**config.mk**
```make
export PLATFORM = sky130hd
export DESIGN_NAME = hyper_top
export DESIGN_NICKNAME = d
export VERILOG_FILES = /design/src/design/hyper_bus_pkg.sv /design/src/design/hyper_regs_pkg.sv /design/src/design/hyper_apb_regs.sv /design/src/design/hyper_cycle_counter.sv /design/src/design/hyper_data_shifter.sv /design/src/design/hyper_top.sv /design/src/design/hyper_xfer_fsm.sv
export SDC_FILE = /design/constraint.sdc
export NUM_CORES = 1
export LEC_CHECK = 0
export BUFFER_PORTS_ARGS = -buffer_cell sky130_fd_sc_hd__buf_4
export CORE_MARGIN = 5
export CORE_UTILIZATION = 55
export CTS_CLUSTER_SIZE = 16
export DETAILED_ROUTE_END_ITERATION = 8
export PLACE_DENSITY = 0.76
export SLEW_MARGIN = 30
export SYNTH_ARGS = -nofsm -noshare
export SYNTH_HDL_FRONTEND = slang
export SYNTH_SLANG_ARGS = --single-unit
```
**constraint.sdc**
```tcl
create_clock -name ref_clk -period 8.3 [get_ports ref_clk]
set_input_delay 1.66 -clock ref_clk [delete_from_list [all_inputs] [get_ports ref_clk]]
set_output_delay 1.66 -clock ref_clk [all_outputs]
set_load 0.02 [all_outputs]
```
**src/design/hyper_bus_pkg.sv**
```systemverilog
// HyperBus protocol constants for a single data rate, single chip select link with fixed latency
package hyper_bus_pkg;

   // -------------------------------------------------------------------------
   // Transfer sequencing
   // -------------------------------------------------------------------------

   // One state per bus phase, plus idle and a one cycle completion state
   typedef enum logic [2:0] {
      IDLE = 3'd0,
      CMD  = 3'd1,
      LAT  = 3'd2,
      DATA = 3'd3,
      DONE = 3'd4
   } xfer_state_e;

   // Phase code shared by the FSM, the phase counter and the data shifter
   // IDLE and DONE report PH_CMD, which nothing acts on outside a phase
   typedef enum logic [1:0] {
      PH_CMD  = 2'd0,
      PH_LAT  = 2'd1,
      PH_DATA = 2'd2
   } phase_e;

   // -------------------------------------------------------------------------
   // Fixed byte counts
   // -------------------------------------------------------------------------

   // Command/address word is 48 bits, sent one byte per clock
   localparam int unsigned CA_BYTES = 6;

   // Exactly one 32-bit word per command, no bursts
   localparam int unsigned DATA_BYTES = 4;

   // Phase counter width, which caps LATENCY at 256 cycles
   localparam int unsigned CNT_W = 8;
   typedef logic [CNT_W-1:0] cnt_t;

endpackage

```
**src/design/hyper_regs_pkg.sv**
```systemverilog
// APB register map of the HyperBus master; 8-bit offsets, 32-bit data, no byte strobes
package hyper_regs_pkg;

   // -------------------------------------------------------------------------
   // Bus widths
   // -------------------------------------------------------------------------

   localparam int unsigned ADDR_W = 8;
   localparam int unsigned DATA_W = 32;

   // -------------------------------------------------------------------------
   // Register offsets
   // -------------------------------------------------------------------------

   localparam logic [ADDR_W-1:0] REG_CTRL   = 8'h00;
   localparam logic [ADDR_W-1:0] REG_ADDR   = 8'h04;
   localparam logic [ADDR_W-1:0] REG_WDATA  = 8'h08;
   // Read only, loaded by the read path at the end of a read transfer
   localparam logic [ADDR_W-1:0] REG_RDATA  = 8'h0C;
   localparam logic [ADDR_W-1:0] REG_STATUS = 8'h10;

   // -------------------------------------------------------------------------
   // Field positions
   // -------------------------------------------------------------------------

   // Writing one to the start bit launches a transfer, it reads back as zero
   localparam int unsigned CTRL_START_BIT = 0;
   localparam int unsigned CTRL_WRITE_BIT = 1;

   // Done stays set until the next accepted start
   localparam int unsigned STAT_BUSY_BIT = 0;
   localparam int unsigned STAT_DONE_BIT = 1;

endpackage

```
**src/design/hyper_apb_regs.sv**
```systemverilog
// APB slave without wait states; a start while busy or an unmapped offset errors and is ignored
`timescale 1ns/1ns

module hyper_apb_regs (
   input  logic                              ref_clk,
   input  logic                              rst_n,
   input  logic                              psel,
   input  logic                              penable,
   input  logic                              pwrite,
   input  logic [hyper_regs_pkg::ADDR_W-1:0] paddr,
   input  logic [hyper_regs_pkg::DATA_W-1:0] pwdata,
   output logic [hyper_regs_pkg::DATA_W-1:0] prdata,
   output logic                              pready,
   output logic                              pslverr,
   input  logic                              busy,
   input  logic                              done_pulse,
   input  logic [hyper_regs_pkg::DATA_W-1:0] rdata_word,
   input  logic                              rdata_valid,
   output logic                              start,
   output logic                              write,
   output logic [hyper_regs_pkg::DATA_W-1:0] addr,
   output logic [hyper_regs_pkg::DATA_W-1:0] wdata
);

   logic                              access;
   logic                              mapped;
   logic                              busy_err;
   logic                              wr_en;
   logic                              wr_ctrl;
   logic                              write_q;
   logic                              done_q;
   logic [hyper_regs_pkg::DATA_W-1:0] rdata_q;

   // -------------------------------------------------------------------------
   // Decode of the access cycle
   // -------------------------------------------------------------------------

   assign access = psel & penable;

   always_comb begin
      case (paddr)
         hyper_regs_pkg::REG_CTRL,
         hyper_regs_pkg::REG_ADDR,
         hyper_regs_pkg::REG_WDATA,
         hyper_regs_pkg::REG_RDATA,
         hyper_regs_pkg::REG_STATUS: mapped = 1'b1;
         default:                    mapped = 1'b0;
      endcase
   end

   // A second start cannot queue behind the running transfer
   assign busy_err = pwrite & (paddr == hyper_regs_pkg::REG_CTRL) &
                     pwdata[hyper_regs_pkg::CTRL_START_BIT] & busy;

   assign pready  = 1'b1;
   assign pslverr = access & (~mapped | busy_err);

   // Only error-free writes touch the registers
   assign wr_en   = access & pwrite & ~pslverr;
   assign wr_ctrl = wr_en & (paddr == hyper_regs_pkg::REG_CTRL);

   // Start is a single cycle pulse because the access cycle lasts one clock
   assign start = wr_ctrl & pwdata[hyper_regs_pkg::CTRL_START_BIT];

   // The direction must be valid on the same edge that takes the start
   assign write = wr_ctrl ? pwdata[hyper_regs_pkg::CTRL_WRITE_BIT] : write_q;

   // -------------------------------------------------------------------------
   // Register storage
   // -------------------------------------------------------------------------

   always_ff @(posedge ref_clk) begin
      if (!rst_n) begin
         write_q <= 1'b0;
         done_q  <= 1'b0;
      end else begin
         if (wr_ctrl) write_q <= pwdata[hyper_regs_pkg::CTRL_WRITE_BIT];
         // Sticky done, cleared by the start that launches the next transfer
         if (start) done_q <= 1'b0;
         else if (done_pulse) done_q <= 1'b1;
      end
   end

   always_ff @(posedge ref_clk) begin
      if (wr_en && paddr == hyper_regs_pkg::REG_ADDR) addr <= pwdata;
      if (wr_en && paddr == hyper_regs_pkg::REG_WDATA) wdata <= pwdata;
      if (rdata_valid) rdata_q <= rdata_word;
   end

   // Read mux, answered combinationally in the access cycle
   always_comb begin
      prdata = '0;
      case (paddr)
         hyper_regs_pkg::REG_CTRL:  prdata[hyper_regs_pkg::CTRL_WRITE_BIT] = write_q;
         hyper_regs_pkg::REG_ADDR:  prdata = addr;
         hyper_regs_pkg::REG_WDATA: prdata = wdata;
         hyper_regs_pkg::REG_RDATA: prdata = rdata_q;
         hyper_regs_pkg::REG_STATUS: begin
            prdata[hyper_regs_pkg::STAT_BUSY_BIT] = busy;
            prdata[hyper_regs_pkg::STAT_DONE_BIT] = done_q;
         end
         default: prdata = '0;
      endcase
   end

endmodule

```
**src/design/hyper_cycle_counter.sv**
```systemverilog
// Phase length counter; LATENCY must lie between 1 and 256
`timescale 1ns/1ns

module hyper_cycle_counter #(
   parameter int unsigned LATENCY = 6
) (
   input  logic                  ref_clk,
   input  logic                  rst_n,
   input  logic                  load,
   input  hyper_bus_pkg::phase_e phase,
   output logic                  last
);

   hyper_bus_pkg::cnt_t len;
   hyper_bus_pkg::cnt_t remaining;
   hyper_bus_pkg::cnt_t cnt_q;

   // Length in cycles of the phase being entered
   always_comb begin
      case (phase)
         hyper_bus_pkg::PH_LAT:  len = hyper_bus_pkg::cnt_t'(LATENCY);
         hyper_bus_pkg::PH_DATA: len = hyper_bus_pkg::cnt_t'(hyper_bus_pkg::DATA_BYTES);
         default:                len = hyper_bus_pkg::cnt_t'(hyper_bus_pkg::CA_BYTES);
      endcase
   end

   // Load arrives in the first cycle of a phase, so it takes effect at once
   // and a one-cycle phase can still flag last
   assign remaining = load ? len - 1'b1 : cnt_q;
   assign last      = (remaining == '0);

   always_ff @(posedge ref_clk) begin
      if (!rst_n) begin
         cnt_q <= '0;
      end else if (remaining != '0) begin
         cnt_q <= remaining - 1'b1;
      end else begin
         cnt_q <= '0;
      end
   end

endmodule

```
**src/design/hyper_data_shifter.sv**
```systemverilog
// Byte serializer for command and write data plus read assembler; read bytes count only when rwds is high
`timescale 1ns/1ns

module hyper_data_shifter (
   input  logic                              ref_clk,
   input  logic                              rst_n,
   input  logic                              load_ca,
   input  logic                              write,
   input  logic [hyper_regs_pkg::DATA_W-1:0] addr,
   input  logic [hyper_regs_pkg::DATA_W-1:0] wdata,
   input  hyper_bus_pkg::phase_e             phase,
   input  logic                              shift_en,
   input  logic [7:0]                        dq_i,
   input  logic                              rwds_i,
   output logic [7:0]                        dq_o,
   output logic [hyper_regs_pkg::DATA_W-1:0] rdata_word,
   output logic                              rdata_valid
);

   localparam int unsigned CA_W = hyper_bus_pkg::CA_BYTES * 8;
   localparam int unsigned SR_W = (hyper_bus_pkg::CA_BYTES + hyper_bus_pkg::DATA_BYTES) * 8;
   localparam int unsigned BC_W = $clog2(hyper_bus_pkg::DATA_BYTES);

   logic [CA_W-1:0] ca_word;
   logic [SR_W-1:0] sr_q;
   logic            wr_q;
   logic            capture;
   logic [BC_W-1:0] bcnt_q;

   // -------------------------------------------------------------------------
   // Transmit path
   // -------------------------------------------------------------------------

   // Bit 47 high marks a read, the upper address bits stay zero
   assign ca_word = {~write, {(CA_W - 1 - hyper_regs_pkg::DATA_W){1'b0}}, addr};

   // Command bytes go first, the write word follows after the latency gap
   always_ff @(posedge ref_clk) begin
      if (load_ca) sr_q <= {ca_word, wdata};
      else if (shift_en) sr_q <= {sr_q[SR_W-9:0], 8'h00};
   end

   assign dq_o = sr_q[SR_W-1 -: 8];

   // -------------------------------------------------------------------------
   // Receive path
   // -------------------------------------------------------------------------

   assign capture = (phase == hyper_bus_pkg::PH_DATA) && !wr_q && rwds_i;

   always_ff @(posedge ref_clk) begin
      if (!rst_n) begin
         wr_q        <= 1'b0;
         bcnt_q      <= '0;
         rdata_valid <= 1'b0;
      end else begin
         if (load_ca) wr_q <= write;
         if (load_ca) bcnt_q <= '0;
         else if (capture) bcnt_q <= bcnt_q + 1'b1;
         // Pulses in the cycle after the fourth byte lands
         rdata_valid <= capture && (bcnt_q == BC_W'(hyper_bus_pkg::DATA_BYTES - 1));
      end
   end

   // Most significant byte arrives first
   always_ff @(posedge ref_clk) begin
      if (capture) rdata_word <= {rdata_word[hyper_regs_pkg::DATA_W-9:0], dq_i};
   end

endmodule

```
**src/design/hyper_top.sv**
```systemverilog
// Pad boundary of the HyperBus master; board wrapper must add tristate buffers and the clock input buffer
`timescale 1ns/1ns

module hyper_top #(
   parameter int unsigned LATENCY = 6
) (
   input  logic                                ref_clk,
   input  logic                                rst_n,
   // APB slave
   input  logic                                psel,
   input  logic                                penable,
   input  logic                                pwrite,
   input  logic [hyper_regs_pkg::ADDR_W-1:0]   paddr,
   input  logic [hyper_regs_pkg::DATA_W-1:0]   pwdata,
   output logic [hyper_regs_pkg::DATA_W-1:0]   prdata,
   output logic                                pready,
   output logic                                pslverr,
   // HyperBus pads, each bidirectional pin split into in, out and enable
   output logic [7:0]                          hyper_dq_o,
   output logic                                hyper_dq_oe,
   input  logic [7:0]                          hyper_dq_i,
   input  logic                                hyper_rwds_i,
   output logic                                hyper_ck,
   output logic                                hyper_csn,
   output logic                                hyper_reset_n
);

   logic                              start;
   logic                              write;
   logic                              busy;
   logic                              done_pulse;
   logic                              load;
   logic                              load_ca;
   logic                              shift_en;
   logic                              last;
   hyper_bus_pkg::phase_e             phase;
   logic [hyper_regs_pkg::DATA_W-1:0] addr;
   logic [hyper_regs_pkg::DATA_W-1:0] wdata;
   logic [hyper_regs_pkg::DATA_W-1:0] rdata_word;
   logic                              rdata_valid;

   // Memory reset follows the system reset one clock later
   always_ff @(posedge ref_clk) begin
      hyper_reset_n <= rst_n;
   end

   hyper_apb_regs u_regs (
      .ref_clk     (ref_clk),     .rst_n      (rst_n),
      .psel        (psel),        .penable    (penable),
      .pwrite      (pwrite),      .paddr      (paddr),
      .pwdata      (pwdata),      .prdata     (prdata),
      .pready      (pready),      .pslverr    (pslverr),
      .busy        (busy),        .done_pulse (done_pulse),
      .rdata_word  (rdata_word),  .rdata_valid(rdata_valid),
      .start       (start),       .write      (write),
      .addr        (addr),        .wdata      (wdata)
   );

   hyper_xfer_fsm u_fsm (
      .ref_clk (ref_clk),  .rst_n     (rst_n),
      .start   (start),    .write     (write),
      .last    (last),     .busy      (busy),
      .done_pulse(done_pulse), .load  (load),
      .phase   (phase),    .load_ca   (load_ca),
      .shift_en(shift_en), .csn       (hyper_csn),
      .ck      (hyper_ck), .dq_oe     (hyper_dq_oe)
   );

   hyper_cycle_counter #(.LATENCY(LATENCY)) u_cnt (
      .ref_clk(ref_clk), .rst_n(rst_n), .load(load), .phase(phase), .last(last)
   );

   hyper_data_shifter u_shift (
      .ref_clk    (ref_clk),      .rst_n   (rst_n),
      .load_ca    (load_ca),      .write   (write),
      .addr       (addr),         .wdata   (wdata),
      .phase      (phase),        .shift_en(shift_en),
      .dq_i       (hyper_dq_i),   .rwds_i  (hyper_rwds_i),
      .dq_o       (hyper_dq_o),   .rdata_word(rdata_word),
      .rdata_valid(rdata_valid)
   );

endmodule

```
**src/design/hyper_xfer_fsm.sv**
```systemverilog
// Transfer sequencer; one word per start, start is only taken in IDLE
`timescale 1ns/1ns

module hyper_xfer_fsm (
   input  logic                  ref_clk,
   input  logic                  rst_n,
   input  logic                  start,
   input  logic                  write,
   input  logic                  last,
   output logic                  busy,
   output logic                  done_pulse,
   output logic                  load,
   output hyper_bus_pkg::phase_e phase,
   output logic                  load_ca,
   output logic                  shift_en,
   output logic                  csn,
   output logic                  ck,
   output logic                  dq_oe
);

   hyper_bus_pkg::xfer_state_e state_q;
   hyper_bus_pkg::xfer_state_e state_d;
   logic                       entry_q;
   logic                       wr_q;
   logic                       sel_d;

   // -------------------------------------------------------------------------
   // Next state
   // -------------------------------------------------------------------------

   // Each bus phase ends on the counter's last cycle
   always_comb begin
      state_d = state_q;
      case (state_q)
         hyper_bus_pkg::IDLE: if (start) state_d = hyper_bus_pkg::CMD;
         hyper_bus_pkg::CMD:  if (last) state_d = hyper_bus_pkg::LAT;
         hyper_bus_pkg::LAT:  if (last) state_d = hyper_bus_pkg::DATA;
         hyper_bus_pkg::DATA: if (last) state_d = hyper_bus_pkg::DONE;
         default:             state_d = hyper_bus_pkg::IDLE;
      endcase
   end

   // Chip select is active for every bus phase but not for DONE
   assign sel_d = (state_d == hyper_bus_pkg::CMD) || (state_d == hyper_bus_pkg::LAT) ||
                  (state_d == hyper_bus_pkg::DATA);

   always_ff @(posedge ref_clk) begin
      if (!rst_n) begin
         state_q <= hyper_bus_pkg::IDLE;
         entry_q <= 1'b0;
         wr_q    <= 1'b0;
         ck      <= 1'b0;
      end else begin
         state_q <= state_d;
         // Flags the first cycle of each phase so the counter reloads
         entry_q <= sel_d && (state_d != state_q);
         if (load_ca) wr_q <= write;
         // Clock runs only under chip select and parks low
         ck <= sel_d ? ~ck : 1'b0;
      end
   end

   // -------------------------------------------------------------------------
   // Outputs decoded from the current state
   // -------------------------------------------------------------------------

   always_comb begin
      case (state_q)
         hyper_bus_pkg::LAT:  phase = hyper_bus_pkg::PH_LAT;
         hyper_bus_pkg::DATA: phase = hyper_bus_pkg::PH_DATA;
         default:             phase = hyper_bus_pkg::PH_CMD;
      endcase
   end

   assign load       = entry_q;
   assign load_ca    = (state_q == hyper_bus_pkg::IDLE) && start;
   assign busy       = (state_q != hyper_bus_pkg::IDLE);
   assign done_pulse = (state_q == hyper_bus_pkg::DONE);
   assign csn        = !((state_q == hyper_bus_pkg::CMD) || (state_q == hyper_bus_pkg::LAT) ||
                         (state_q == hyper_bus_pkg::DATA));

   // The master owns dq for the command bytes and for write data only
   assign shift_en = (state_q == hyper_bus_pkg::CMD) ||
                     ((state_q == hyper_bus_pkg::DATA) && wr_q);
   assign dq_oe    = shift_en;

endmodule

```
# == After elaboration in Yosys (flattened, before gate mapping) ==
# Cells that the tools add are included.
# word_totals
ff_bits,228
inputBits,54
word_cells,89
# op_classes
addsub,3
eq_ne,14
n_mux,15
bitwise_logic,15
reduce_logical,26
# ops
cell,n
80-bit two-way mux,2
30-bit one-hot mux with 3 select lines,1
8-bit by 4-bit equality test with 1-bit output (second input constant),2
8-bit zero test,2
3-bit by 2-bit equality test with 1-bit output (second input constant),4
3-bit two-way mux,4
3-bit one-hot mux with 4 select lines,1
1-bit bitwise AND,9
8-bit by 3-bit equality test with 1-bit output (second input constant),1
8-bit by 5-bit equality test with 1-bit output (second input constant),1
1-bit logical AND,8
8-bit two-way mux,1
8-bit nonzero test,1
8-bit by 1-bit subtractor with 8-bit output (second input constant),1
3-bit by 1-bit equality test with 1-bit output (second input constant),2
1-bit logical OR,5
1-bit NOT,5
1-bit one-hot mux with 5 select lines,1
5-bit OR reduction,1
2-bit equality test (second input constant),2
1-bit one-hot mux with 4 select lines,1
2-bit one-hot mux with 2 select lines,1
2-bit AND reduction,2
2-bit OR reduction,2
11 further kinds,13

# == Longest topological paths before layout ==
# depth
word_depth,16
mapped_depth,7
ltp_nobuf,6

# == Cells and area by module ==
# A second synthesis with hierarchy kept.
# hier_totals
hier_cells,583
hier_area_um2,9102.5
# by_module_without_submodules
module,n_inst,cells_per_inst,area_per_inst_um2,seq_area_each_um2
hyper_data_shifter,1,251,4349.2,3293.2
hyper_apb_regs,1,244,3937.5,2922.8
hyper_cycle_counter,1,52,464.2,160.2
hyper_xfer_fsm,1,35,331.6,120.1
hyper_top,1,1,20.0,20.0

# == Worst setup path after synthesis ==
# No wires, ideal clock.
# synth_timing
path_type,input-to-reg
startpoint,in paddr[6] in the netlist's numbering
endpoint,reg u_regs.wdata[0] in the netlist's numbering (enable)
setup_ps,513
arrival_time_ps,6073
required_time_ps,7787
setup_slack_ps,1714
path_stages,4
cell_sequence,or4_4 or3_1 clkbuf_1 nor4b_1
# synth_via
elab_chain_len,9
word_cells_on_any_way,16
cone_classes,4 x eq/ne; 1 x mux; 8 x bitwise; 3 x reduce/logical
# synth_lines
item,line_no,text
start: declaration,hyper_top.sv:13,"input logic [hyper_regs_pkg::ADDR_W-1:0] paddr,"
"8-bit by 5-bit equality test with 1-bit output, or another cell as far along",hyper_apb_regs.sv:41,case (paddr)
5-bit OR reduction or 1-bit bitwise AND (tied branches),"hyper_apb_regs.sv:41, hyper_apb_regs.sv:52",
1-bit two-way mux or 1-bit bitwise AND (tied branches),"hyper_apb_regs.sv:41, hyper_apb_regs.sv:52",
1-bit NOT or 1-bit bitwise AND (tied branches),"hyper_apb_regs.sv:56, hyper_apb_regs.sv:53",
1-bit bitwise OR,hyper_apb_regs.sv:56,assign pslverr = access & (~mapped | busy_err);
1-bit bitwise AND,hyper_apb_regs.sv:56,
1-bit NOT,hyper_apb_regs.sv:59,assign wr_en = access & pwrite & ~pslverr;
1-bit bitwise AND,hyper_apb_regs.sv:59,
1-bit logical AND *,hyper_apb_regs.sv:86,if (wr_en && paddr == hyper_regs_pkg::REG_WDATA) wdata <= pwdata;
end signal: assignment,hyper_apb_regs.sv:86,
end: declaration,hyper_apb_regs.sv:22,output logic [hyper_regs_pkg::DATA_W-1:0] wdata
# Mark *: on every way between the ends. The rest lies on a longest branch, timed or not.
# A chain may end at the register's enable or synchronous reset.

# == Final worst setup path ==
# layout_timing
startpoint,in paddr[6] in the netlist's numbering
endpoint,out prdata[22] in the netlist's numbering
# layout_via
elab_chain_len,2
word_cells_on_any_way,4
cone_classes,3 x eq/ne; 1 x mux
# layout_lines
item,line_no,text
8-bit by 4-bit equality test with 1-bit output or 8-bit by 3-bit equality test with 1-bit output (tied branches),hyper_apb_regs.sv:93,case (paddr)
30-bit one-hot mux with 3 select lines *,hyper_apb_regs.sv:93,
end: declaration,hyper_top.sv:15,"output logic [hyper_regs_pkg::DATA_W-1:0] prdata,"
# Marked as above.

==> impl_metrics.json <==
{
  "layout_commonest_cell": "edfxtp_1",
  "routed-via-count": 5259,
  "setup_ws_ps": 3040,
  "status": "complete, no violations",
  "fin_cells": 900,
  "hold_class": "reg2reg",
  "cp_max_fo": 17,
  "io_pins": 100,
  "netlist_area_um2": 8890,
  "tns_ps": 0,
  "worstPathBufferInverterCount": 3,
  "port_buffers": 98,
  "first_pass_iters": 5,
  "tritoncts": "built",
  "crit_type": "in2out",
  "fin_hold_ws_ps": 420,
  "cp_cell_sequence": "buf_4, or4_4, or3_1, buf_4, nor2_1, buf_4",
  "arrival_ps": 3600,
  "setup_violations": 0,
  "synth_edf_count": 193,
  "synth_fp_nets": 638,
  "placedCellCount": 858,
  "rows": 46,
  "grt_antenna_before_repair": 0,
  "crit_path_end_kind": "output pin",
  "crit_path_frequent_cell": "buf_4",
  "rsz0062_at_grt": "false",
  "dp_slack_ps": 3030,
  "fin_crit_ps": 5260,
  "ys_ff_latch": 228,
  "drive_gt1_share_pct": 26.5,
  "synth_ff_type": "edfxtp_1",
  "syn-instance-count": 582,
  "layout_common_cells": "edfxtp_1, buf_4, a22o_1",
  "yosys.cell_types.count": 52,
  "core_um2": 15900,
  "ant_nets": 0,
  "drtIter0Drc": 546,
  "grt-ovfl-total": 0,
  "post-route-period-util_pct": 63.4,
  "start_kind": "primary input",
  "grtUsageTotal_pct": 19.2,
  "power_density_nw_per_um2": 238,
  "drv_slew": 0,
  "gp_congestion": 0.807,
  "grt_pass1_wl_um": 28100,
  "ys_warn_count": 0,
  "grt_max_degree": 83,
  "diodes": 0,
  "postCtsResizedCells": 0,
  "syn_avg_cell_area_um2": 15.3,
  "crit_required_ps": 6640,
  "syn_to_final_growth_pct": 17.4,
  "avgViaCountPerCell": 5.84,
  "yosys.area.top_type_share_pct": 65.2,
  "die_area_um2": 18800,
  "wirelength_um": 18200,
  "hold_viol": 0,
  "relSlewSlack_pct": 37.0,
  "wl_per_cell_um": 20.2,
  "critical-path-max-stage-delay_ps": 630,
  "cts-hold-fix-buffers": 0,
  "cts_setup_buffers": 0,
  "chipHeight_um": 137,
  "fin_nets": 724,
  "cts-root-buf": "clkbuf_16",
  "clock_skew_ps": 21.9,
  "netlist_top_cells_area": "edfxtp_1, dfxtp_1, a22o_1",
  "tightestPinTransition_ps": 945,
  "grt_pass1_vias": 5399,
  "drc_errors": 0,
  "drv.max_cap_violation_count": 0,
  "slowest_stage": "or3_1",
  "cellLeakagePower_nw": 3.61,
  "insertion_delay_ps": 530,
  "start_util_pct": 55.9,
  "clk_pin_slew_ps": 60,
  "dpl.hpwl_um": 10800,
  "vdd_drop_max_v": 0.000179,
  "cts_inserted_buffers": 24,
  "async_reset_ff_share_pct": 0,
  "yosysTopAreaCell": "edfxtp_1",
  "cp_top_family": "simple AND/OR/NAND/NOR gates",
  "clockBufferDepth": 3,
  "cts_sinks": 228,
  "ctsHtreeMaxLevel": 1,
  "dieWidth_um": 137,
  "timing.fmax_mhz": 190,
  "synth_seq_area_share_pct": 73.1
}
-- state kept, by name, indices dropped and copies added, names as in the netlist --
signal               flops
u_regs.rdata_q          32
u_regs.wdata            32
u_regs.write_q           1
u_fsm.state_q            3
u_fsm.load               1
u_shift.rdata_valid      1
u_shift.bcnt_q           2
u_shift.sr_q            80
u_cnt.cnt_q              8
u_shift.rdata_word      32
hyper_reset_n            1
u_fsm.ck                 1
u_fsm.wr_q               1
u_regs.done_q            1
u_regs.addr             32
-- where the power goes --
part / total (mW) / switching (mW) / internal, mW
logic: 0.189 / 0.108 / 0.0817
registers: 1.28 / 0.0193 / 1.26
clock network: 1.02 / 0.424 / 0.597
total: 2.49 / 0.551 / 1.94
-- cells in the mapped netlist, drive strengths merged, types with 4 or more instances --
cell type,count
a22oi,30
dfxtp,35
mux2,30
nand3,5
clkbuf,21
nor3,12
a22o,56
nand2,39
and2,8
xnor2,5
nor2,47
mux2i,4
edfxtp,193
inv,6
buf,25
a21oi,21
o21ai,5
-- layer usage --
layer / GRT usage, % / part of all wire [%] / wire length [um]
met5: 0 / 0 / 0
met4: 5.93 / 2.0 / 367
met3: 3.93 / 6.9 / 1260
met2: 32.0 / 50 / 9040
met1: 25.7 / 41 / 7540
-- kinds of logic (layout without fill, tap and decap cells) --
group | after synthesis | after routing | share of synthesized area, %
flops | 228 | 228 | 73.1
simple gates | 129 | 129 | 6.84
compound gates | 128 | 128 | 11.0
buf+inv | 53 | 155 | 3.63
mux | 35 | 35 | 4.51
xor+xnor | 6 | 6 | 0.591
fa+ha+maj | 2 | 2 | 0.282
other cells | 1 | 1 | 0.0422
-- worst register-to-register path: cells and delay by family, from the launching register on --
| kind | cells | cell delay (ps) |
|---|---|---|
| simple gates | 3 | 740 |
| compound gates | 1 | 490 |
| buf+inv | 1 | 640 |
| flops | 1 | 430 |
-- stage by stage --
step                utilization, %  instance area, um2  total power, mW
floorplan                        -                8890             1.43
global placement              60.9                9670             1.48
detailed placement            60.9                9670             1.49
CTS                           65.7               10400             2.50
global route                  65.7               10400             2.57
finish                        65.7               10400             2.49
-- layout make-up --
type                            count  area (um2)
Clock inverter                     13         140
Sequential cell                   228        6500
Clock buffer                       29         619
Inverter                            7        26.3
Multi-Input combinational cell    301        2080
Fill cell                        1167        5450
Timing Repair Buffer              106         796
Tap cell                          216         270
-- final timing paths --
| kind | startpoint | to | slack [ps] | cells past startpoint |
|---|---|---|---|---|
| setup / recovery | paddr[6] | prdata[22] | 3040 | 6 |
| hold / removal | u_shift.rdata_word[28] | u_regs.rdata_q[28] | 420 | 0 |
| hold reg to reg | u_shift.rdata_word[28] | u_regs.rdata_q[28] | 420 | 0 |
| setup reg to reg | u_fsm.state_q[0] | u_shift.sr_q[61] | 5560 | 5 |
Note: power is estimated with default switching activity, not from simulation.
